===== config.mk =====
export PLATFORM = sky130hd
export DESIGN_NAME = blank_delay
export DESIGN_NICKNAME = d
export VERILOG_FILES = /design/src/design/colmix_pkg.sv /design/src/design/blank_delay.sv
export SDC_FILE = /design/constraint.sdc
export NUM_CORES = 1
export LEC_CHECK = 0
export ABC_CLOCK_PERIOD_IN_PS = 1350
export BUFFER_PORTS_ARGS = -buffer_cell sky130_fd_sc_hd__buf_2
export CAP_MARGIN = 15
export CORE_MARGIN = 10
export CORE_UTILIZATION = 30
export CTS_CLUSTER_DIAMETER = 30
export DETAILED_ROUTE_END_ITERATION = 10
export GPL_TIMING_DRIVEN = 0
export PLACE_DENSITY = 0.55
export SYNTH_ARGS = -nofsm -noshare
export SYNTH_HDL_FRONTEND = slang
export SYNTH_SLANG_ARGS = --single-unit

===== constraint.sdc =====
create_clock -name clk -period 1.35 [get_ports clk]
set_input_delay 0.135 -clock clk [delete_from_list [all_inputs] [get_ports clk]]
set_output_delay 0.135 -clock clk [all_outputs]
set_load 0.05 [all_outputs]

===== src/design/colmix_pkg.sv =====
// colour mixer shared constants
package colmix_pkg;

    // pixel and palette geometry
    localparam int pxl_w = 8;
    // layer code sits above the pixel value
    localparam int pal_aw = 10;

    // priority prom shape
    localparam int prom_aw = 10;
    localparam int prom_dw = 2;

    // layer codes, also the prom output meaning
    localparam logic [1:0] layer_ba0 = 2'd0;
    localparam logic [1:0] layer_obj = 2'd1;
    localparam logic [1:0] layer_ba1 = 2'd2;
    localparam logic [1:0] layer_ba2 = 2'd3;

    // scene select width
    localparam int prisel_w = 3;

    // priority address field positions
    localparam int sel_prisel_lo = 7;
    localparam int sel_ba0_tr = 6;
    localparam int sel_obj_msb = 5;
    localparam int sel_obj_tr = 4;
    localparam int sel_ba1_msb = 3;
    localparam int sel_ba1_b3 = 2;
    localparam int sel_ba1_tr = 1;
    localparam int sel_ba2_tr = 0;

    // output delay in pixel enables
    localparam int blank_dly = 2;
    // green, red, blue packed
    localparam int rgb_w = 3 * pxl_w;

endpackage


===== src/design/blank_delay.sv =====
// blanking and colour delay
`timescale 1ns/1ns

module blank_delay (
    input  logic                         clk,
    input  logic                         rst_n,
    input  logic                         pxl_cen,
    input  logic                         lhbl,
    input  logic                         lvbl,
    input  logic [colmix_pkg::rgb_w-1:0] rgb_in,
    output logic                         lhbl_dly,
    output logic                         lvbl_dly,
    output logic [colmix_pkg::rgb_w-1:0] rgb_out
);

    localparam int depth = colmix_pkg::blank_dly;

    // stage 0 takes the inputs, last stage drives the outputs
    logic [depth-1:0]               hbl_sr;
    logic [depth-1:0]               vbl_sr;
    logic [colmix_pkg::rgb_w-1:0]   rgb_sr [depth];

    always_ff @(posedge clk or negedge rst_n) begin
        if (!rst_n) begin
            // all stages blanked, colour black
            hbl_sr <= '0;
            vbl_sr <= '0;
            for (int i = 0; i < depth; i++) begin
                rgb_sr[i] <= '0;
            end
        end else if (pxl_cen) begin
            hbl_sr <= {hbl_sr[depth-2:0], lhbl};
            vbl_sr <= {vbl_sr[depth-2:0], lvbl};
            rgb_sr[0] <= rgb_in;
            for (int i = 1; i < depth - 1; i++) begin
                rgb_sr[i] <= rgb_sr[i-1];
            end
            // black while the entering stage is blanked
            rgb_sr[depth-1] <= (hbl_sr[depth-2] && vbl_sr[depth-2]) ?
                               rgb_sr[depth-2] : '0;
        end
    end

    assign lhbl_dly = hbl_sr[depth-1];
    assign lvbl_dly = vbl_sr[depth-1];
    assign rgb_out  = rgb_sr[depth-1];

endmodule


==> results of run 1 <==
==> report_power, final <==
part	internal [mW]	switching, mW	leakage [nW]	total (mW)
clock	0.549	0.510	0.0541	1.06
combinational	0.297	0.466	0.651	0.763
sequential	1.70	0.0736	0.652	1.78
==> cell type report <==
cell class | count | area, µm²
clock buffer | 5 | 68.8
tap | 99 | 124
clock inverter | 3 | 42.5
buffer | 34 | 255
timing repair buffer | 55 | 295
inverter | 24 | 90.1
multi-input combinational | 77 | 559
fill | 766 | 4480
sequential | 52 | 1300
==> logic make-up after synthesis <==
kind of cell	count (synthesis)
AND/OR/NAND/NOR	25
AO/OA/AOI/OAI	24
buffers and inverters	58
multiplexers	28
flip-flops	52
==> worst max-delay path by stage <==
stage	depth (start not counted)	slack, ns	startpoint	end
after CTS	2	0.17	rgb_out[2]	rgb_out[2]
after global routing	3	0.09	vbl_sr[0]	rgb_out[3]
after global placement	1	0.15	rst_n	rgb_out[8]
after detailed placement	3	0.22	hbl_sr[0]	rgb_out[20]
after floorplan	1	0.36	hbl_sr[1]	hbl_sr[1]
final	2	0.19	rgb_out[15]	rgb_out[15]
==> cell usage in the layout, fill, tap and decap left out, drive strengths merged <==
| cell | instances |
|---|---|
| inv | 24 |
| dlygate4sd3 | 1 |
| buf | 88 |
| clkinvlp | 1 |
| mux2 | 28 |
| dfrtp | 52 |
| o22ai | 24 |
| bufinv | 1 |
| clkinv | 1 |
| nand2 | 25 |
| clkbuf | 5 |
==> through the flow <==
stage | setup WS [ns] | hold WS (ns)
5_1_grt | 0.0905 | 0.0483
4_1_cts | 0.166 | 0.0424
6_report | 0.191 | 0.0546
2_1_floorplan | 0.362 | -0.161
3_5_place_dp | 0.219 | 0.181
3_3_place_gp | 0.147 | 0.367
==> sequential cells by signal, summed over array words and instances (netlist names) <==
signal and count:
hbl_sr 2, rgb_out 24, rgb_sr 24, vbl_sr 2
==> critical path, cell delays in order, from the launching register on <==
cell and delay [ns]:
sky130_fd_sc_hd__dfrtp_1 0.39, sky130_fd_sc_hd__buf_4 0.13, sky130_fd_sc_hd__buf_2 0.20
==> per-layer routing <==
layer	up-vias	global-route usage	wire [µm]
met5	-	0	0
met4	0	0.0290	53
li1	707	-	-
met2	34	0.132	2030
met3	4	0.0311	276
met1	692	0.106	2200
==> summary.log, run 1 <==
INFO  run_status     status=finished, final reports clean
INFO  synth          leading_register_cell_type_out_of_synthesis=sky130_fd_sc_hd__dfrtp_1
INFO  hold_path      worstHoldEndpoint=rgb_sr[36]
INFO  synth          synth_simple_gate_area_share=0.0425
INFO  clock_network  insertion_delay=0.30ns
INFO  synth          synth_mux_area_frac=0.143
INFO  placement      dp.final_hpwl=3.39mm
INFO  synth          adder_cell_fraction_of_synth_area=0
INFO  route          first_pass_iters=4
INFO  synth          synth.cells.most_frequent=sky130_fd_sc_hd__dfrtp_1, sky130_fd_sc_hd__buf_4, sky130_fd_sc_hd__mux2_2
INFO  synth          synth_xor_xnor_area_share=0
INFO  sta            post-route-period-util=0.859
INFO  synth          synth.net_count=216
INFO  route          dr_total_vias=1,437
INFO  sta            drv_slew=0
INFO  pwr            power-per-cell-area=1320nW/µm²
INFO  clock_network  cts_hold_repair.buffers=1
INFO  die            fp.dieArea=11,200µm²
INFO  clock_network  clock_sinks=52
INFO  clock_network  tritoncts=done
INFO  setup_path     worstPathMaxFanout=2
INFO  grt            grtUsageTotal=0.0848
INFO  synth          synth.avg_cell_area=11.8µm²
INFO  synth          yosys_warnings=0
INFO  cells_and_area synthToLayoutAreaGrowth=24.0%
INFO  sta            grt_setup_unrepaired=no
INFO  die            die_w=106µm
INFO  clock_network  cts_root_buf=sky130_fd_sc_hd__clkbuf_8
INFO  clock_network  cts.path.max_buffers=2
INFO  setup_path     r2r-end=rgb_out[5]
INFO  sta            tightest_slew=0.593ns
INFO  sta            timing.final.setup_violations=0
INFO  setup_path     reg2reg_setup_slack=0.21ns
INFO  cells_and_area finalCoreUtilization=0.379
INFO  route          drt_drc_violations_left=0
INFO  synth          synth-edff-count=0
INFO  setup_path     worst-endpoint-arrival=1.02ns
INFO  synth          synth.yosys.seq_area_share=0.590
INFO  hold_path      hold_class=primary input to flip-flop
INFO  placement      port_buffer_count=53
INFO  clock_network  worst_setup_hold_path_clk_slew=0.10ns
INFO  die            ios=55
INFO  synth          ys_async_sr_fraction=1.00
INFO  grt            wire_length_of_the_first_global_routing_pass=7.75mm
INFO  hold_path      worstHoldStart=rgb_in[12]
INFO  setup_path     timing.rr.start=hbl_sr[0]
INFO  synth          synth-seq-cells=52
INFO  sta            post_route_minimum_period=1.16ns
INFO  placement      gp_congestion=0.678
INFO  pwr            power.leakage=1.36nW
INFO  sta            worst_clock_skew=0.00645ns
INFO  cells_and_area fin_area=2740µm²
INFO  sta            report.final.hold_viol_count=0
INFO  cells_and_area antennaDiodeCount=0
INFO  setup_path     worstSetupEndpointType=output port
INFO  setup_path     setup.worst_path.start_class=flip-flop
INFO  die            coreArea=7210µm²
INFO  synth          synthDominantCellAreaShare=0.590
INFO  placement      number_of_placed_cells_counting_well_taps=340
INFO  synth          synth.most_common_cell=sky130_fd_sc_hd__dfrtp_1
INFO  route          routed_length_per_instance=13.1µm
INFO  clock_network  ctsResizeCount=0
INFO  synth          synth.area.top_cells=sky130_fd_sc_hd__dfrtp_1, sky130_fd_sc_hd__mux2_2, sky130_fd_sc_hd__buf_4
INFO  grt            globalRoute.totalOverflow=0
INFO  placement      postPlaceCellArea=2620µm²
INFO  die            die_h=106µm
INFO  synth          synth_compound_area_frac=0.0681
INFO  route          viasPerCell=4.12
INFO  clock_network  cts.repair_timing.setup_buffer_count=0
INFO  grt            grt_antenna_before_repair=0
INFO  synth          synthesis.instances=187
INFO  grt            first_global_vias=1,540
INFO  job            max-cap-violations=0
INFO  sta            fmax=863MHz
INFO  synth          post-synth-top-area-cell=sky130_fd_sc_hd__dfrtp_1
INFO  grt            grt_start_max_net_pins=28
INFO  setup_path     ff2ff_path_depth=3
INFO  cells_and_area final_cell_count_no_fill=349
INFO  synth          syn-cell-area=2210µm²
INFO  cells_and_area drive_above_1_share=0.496
INFO  route          drtAntennaViolNets=0
INFO  cells_and_area num-nets-final=278
INFO  setup_path     cp_data_required_time=1.22ns
INFO  route          detail_route.wirelength=4.56mm
INFO  synth          synth_cell_types=8
INFO  synth          synth_top_family_by_area=buffers and inverters
INFO  hold_path      whs_path_depth=2
INFO  sta            finalSetupTns=0ns
INFO  clock_network  htree_num_levels=2
INFO  route          initialDrtViolationCount=35
INFO  die            initial_utilization=0.306
INFO  pwr            irDropWorstVdd=521µV
INFO  setup_path     worst-setup-path-type=flip-flop to output port
INFO  pwr            totalPowerFinal=3.60mW
INFO  sta            timing.max_slew.rel_slack=0.604
INFO  die            floorplan.rows=31
INFO  clock_network  cts_inserted_buffers=5
No activity file was read; power rests on OpenSTA's default activity.
==> run 2: changes to the inputs <==
--- a/config.mk
+++ b/config.mk
@@ -5,6 +5,7 @@
 export SDC_FILE = /design/constraint.sdc
 export NUM_CORES = 1
 export LEC_CHECK = 0
+export ABC_AREA = 1
 export ABC_CLOCK_PERIOD_IN_PS = 1350
 export BUFFER_PORTS_ARGS = -buffer_cell sky130_fd_sc_hd__buf_2
 export CAP_MARGIN = 15
@@ -13,6 +14,7 @@
 export CTS_CLUSTER_DIAMETER = 30
 export DETAILED_ROUTE_END_ITERATION = 10
 export GPL_TIMING_DRIVEN = 0
+export MAX_ROUTING_LAYER = met4
 export PLACE_DENSITY = 0.55
 export SYNTH_ARGS = -nofsm -noshare
 export SYNTH_HDL_FRONTEND = slang
==> run 2 against run 1 <==
Power shrank 12%. Utilization grew 0.10 points. Worst hold slack got worse by 0.035 ns. Sequential cell count did not move. Synthesized area increased by 0.79%. Clock power is 17% lower. Sequential share of layout area is 0.13 points lower. First-iteration DRC count increased by 77%.
==> summary.log, run 2 <==
INFO  synth          yosys_warnings=0
INFO  die            coreArea=7210µm²
INFO  setup_path     worst-setup-path-type=flip-flop to output port
INFO  synth          synth.cells.most_frequent=sky130_fd_sc_hd__nand2_1, sky130_fd_sc_hd__dfrtp_1, sky130_fd_sc_hd__buf_4
INFO  sta            tightest_slew=0.656ns
INFO  clock_network  htree_num_levels=2
INFO  cells_and_area final_cell_count_no_fill=409
INFO  clock_network  cts.path.max_buffers=2
INFO  job            max-cap-violations=0
INFO  hold_path      hold_class=primary input to flip-flop
INFO  synth          synth.net_count=275
INFO  grt            globalRoute.totalOverflow=0
INFO  route          dr_total_vias=1,644
INFO  setup_path     worstPathMaxFanout=2
INFO  cells_and_area fin_area=2740µm²
INFO  cells_and_area drive_above_1_share=0.326
INFO  route          initialDrtViolationCount=62
INFO  grt            grtUsageMet1=0.101
INFO  sta            drv_slew=0
INFO  clock_network  cts_hold_repair.buffers=0
INFO  grt            wire_length_of_the_first_global_routing_pass=8.07mm
INFO  clock_network  cts_root_buf=sky130_fd_sc_hd__clkbuf_8
INFO  placement      number_of_placed_cells_counting_well_taps=399
INFO  grt            grtUsageTotal=0.0906
INFO  die            die_w=106µm
INFO  sta            worst_slack=0.175ns
INFO  setup_path     worst-endpoint-arrival=1.04ns
INFO  synth          synth_cell_types=9
INFO  sta            report.final.hold_viol_count=0
INFO  sta            grt_setup_unrepaired=no
INFO  clock_network  insertion_delay=0.30ns
INFO  setup_path     cp_data_required_time=1.22ns
INFO  synth          ys_async_sr_fraction=1.00
INFO  setup_path     setup.worst_path.start_class=flip-flop
INFO  die            floorplan.rows=31
INFO  placement      dp.final_hpwl=3.55mm
INFO  synth          synth-seq-cells=52
INFO  pwr            power.leakage=1.50nW
INFO  clock_network  ctsResizeCount=0
INFO  sta            fmax=851MHz
INFO  cells_and_area synthToLayoutAreaGrowth=23.4%
INFO  die            initial_utilization=0.308
INFO  pwr            power-per-cell-area=1160nW/µm²
INFO  route          drtAntennaViolNets=0
INFO  grt            globalRouteMet2Util=0.147
INFO  clock_network  cts.repair_timing.setup_buffer_count=0
INFO  sta            finalSetupTns=0ns
INFO  route          viasPerCell=4.02
INFO  placement      postPlaceCellArea=2620µm²
INFO  sta            post-route-period-util=0.870
INFO  cells_and_area finalCoreUtilization=0.380
INFO  clock_network  tritoncts=done
INFO  cells_and_area num-nets-final=338
INFO  sta            post_route_minimum_period=1.17ns
INFO  synth          leading_register_cell_type_out_of_synthesis=sky130_fd_sc_hd__dfrtp_1
INFO  setup_path     worstSetupEndpointType=output port
INFO  synth          synth-edff-count=0
INFO  synth          synth.most_common_cell=sky130_fd_sc_hd__nand2_1
INFO  cells_and_area layout_common_cells=sky130_fd_sc_hd__nand2_1, sky130_fd_sc_hd__buf_2, sky130_fd_sc_hd__dfrtp_1, sky130_fd_sc_hd__buf_4, sky130_fd_sc_hd__o21ai_1
INFO  die            ios=55
INFO  sta            timing.final.setup_violations=0
INFO  synth          synth.area.top_cells=sky130_fd_sc_hd__dfrtp_1, sky130_fd_sc_hd__nand2_1, sky130_fd_sc_hd__buf_4
INFO  synth          synthesis.instances=246
INFO  cells_and_area fill_cells=818
INFO  clock_network  cts_inserted_buffers=5
INFO  placement      gp_congestion=0.683
INFO  sta            timing.max_slew.rel_slack=0.562
INFO  synth          synthDominantCellAreaShare=0.585
INFO  synth          synth.avg_cell_area=9.04µm²
INFO  cells_and_area final_common_cell=sky130_fd_sc_hd__nand2_1
INFO  sta            worst_clock_skew=0.00878ns
INFO  grt            first_global_vias=1,739
INFO  synth          post-synth-top-area-cell=sky130_fd_sc_hd__dfrtp_1
INFO  die            fp.dieArea=11,300µm²
INFO  clock_network  worst_setup_hold_path_clk_slew=0.10ns
INFO  clock_network  clock_sinks=52
INFO  route          detail_route.wirelength=4.80mm
INFO  route          drt_drc_violations_left=0
INFO  pwr            irDropWorstVdd=456µV
INFO  grt            grt_antenna_before_repair=0
INFO  route          routed_length_per_instance=11.7µm
INFO  route          first_pass_iters=4
INFO  grt            globalRoute.busiestLayer=met2
INFO  grt            grt_start_max_net_pins=53
INFO  run_status     status=finished, final reports clean
INFO  cells_and_area antennaDiodeCount=0
INFO  die            die_h=106µm
INFO  synth          syn-cell-area=2220µm²
INFO  synth          synth.yosys.seq_area_share=0.585
INFO  placement      port_buffer_count=54
INFO  placement      post-place-ws=0.171ns
INFO  grt            grt_use_met3=0.0374
run 2: changes by cell type in the layout (fill, tap and decap cells not counted), sizes merged:
cell / delta
buf: +4
bufinv: -1
clkbuf: +1
inv: -23
mux2: -28
nand2: +107
o21ai: +24
o22ai: -24
run 2: worst max-delay path: stages, from the launching register on:
cell,delay [ns]
sky130_fd_sc_hd__dfrtp_1,0.41
sky130_fd_sc_hd__buf_4,0.13
sky130_fd_sc_hd__buf_2,0.20
run 2: metrics by stage:
stage / power [mW] / hold WS (ns)
after global placement: 2.32 / 0.336
after CTS: 3.21 / 0.0148
final: 3.17 / 0.0191
after detailed placement: 2.33 / 0.338
after floorplan: 2.15 / -0.161
after global routing: 3.36 / 0.0193
run 2: path summary, 6_finish.rpt:
check / to / start / slack (ns) / cells after the start
hold / removal: rgb_sr[40] / rgb_in[16] / 0.02 / 3
max in group asynchronous: hbl_sr[1] / rst_n / 0.41 / 3
setup reg to reg: rgb_out[21] / vbl_sr[0] / 0.34 / 3
setup / recovery: rgb_out[12] / rgb_out[12] / 0.18 / 2
min in group asynchronous: rgb_sr[43] / rst_n / 0.38 / 2
hold reg to reg: vbl_sr[1] / vbl_sr[1] / 0.48 / 2
run 2: final cells by class:
cell class / instances / area (µm²) / area share
repair buffers: 56 / 308 / 0.112
multi-input cells: 156 / 618 / 0.225
inverters: 1 / 8.76 / 0.00319
plain buffers: 37 / 295 / 0.108
clock inverters: 2 / 16.3 / 0.00593
well taps: 99 / 124 / 0.0451
clock buffers: 6 / 72.6 / 0.0264
flip-flops and latches: 52 / 1300 / 0.474
run 2: per-layer routing:
| layer | vias up | wire length [µm] |
|---|---|---|
| li1 | 854 | - |
| met1 | 743 | 2140 |
| met2 | 42 | 2290 |
| met3 | 5 | 315 |
| met4 | 0 | 51 |
| met5 | - | 0 |
run 2: cells by family (layout without fill, tap and decap cells):
kind of cell,Yosys count,count (layout),synth area share
and+or+nand+nor,132,132,0.224
AOI/OAI and AO/OA,24,24,0.0540
DFF,52,52,0.585
buffers and inverters,38,102,0.137
run 2: power by group:
group / internal (mW) / total, mW / switching (mW)
combinational: 0.203 / 0.570 / 0.367
clock: 0.369 / 0.875 / 0.505
sequential: 1.67 / 1.72 / 0.0573
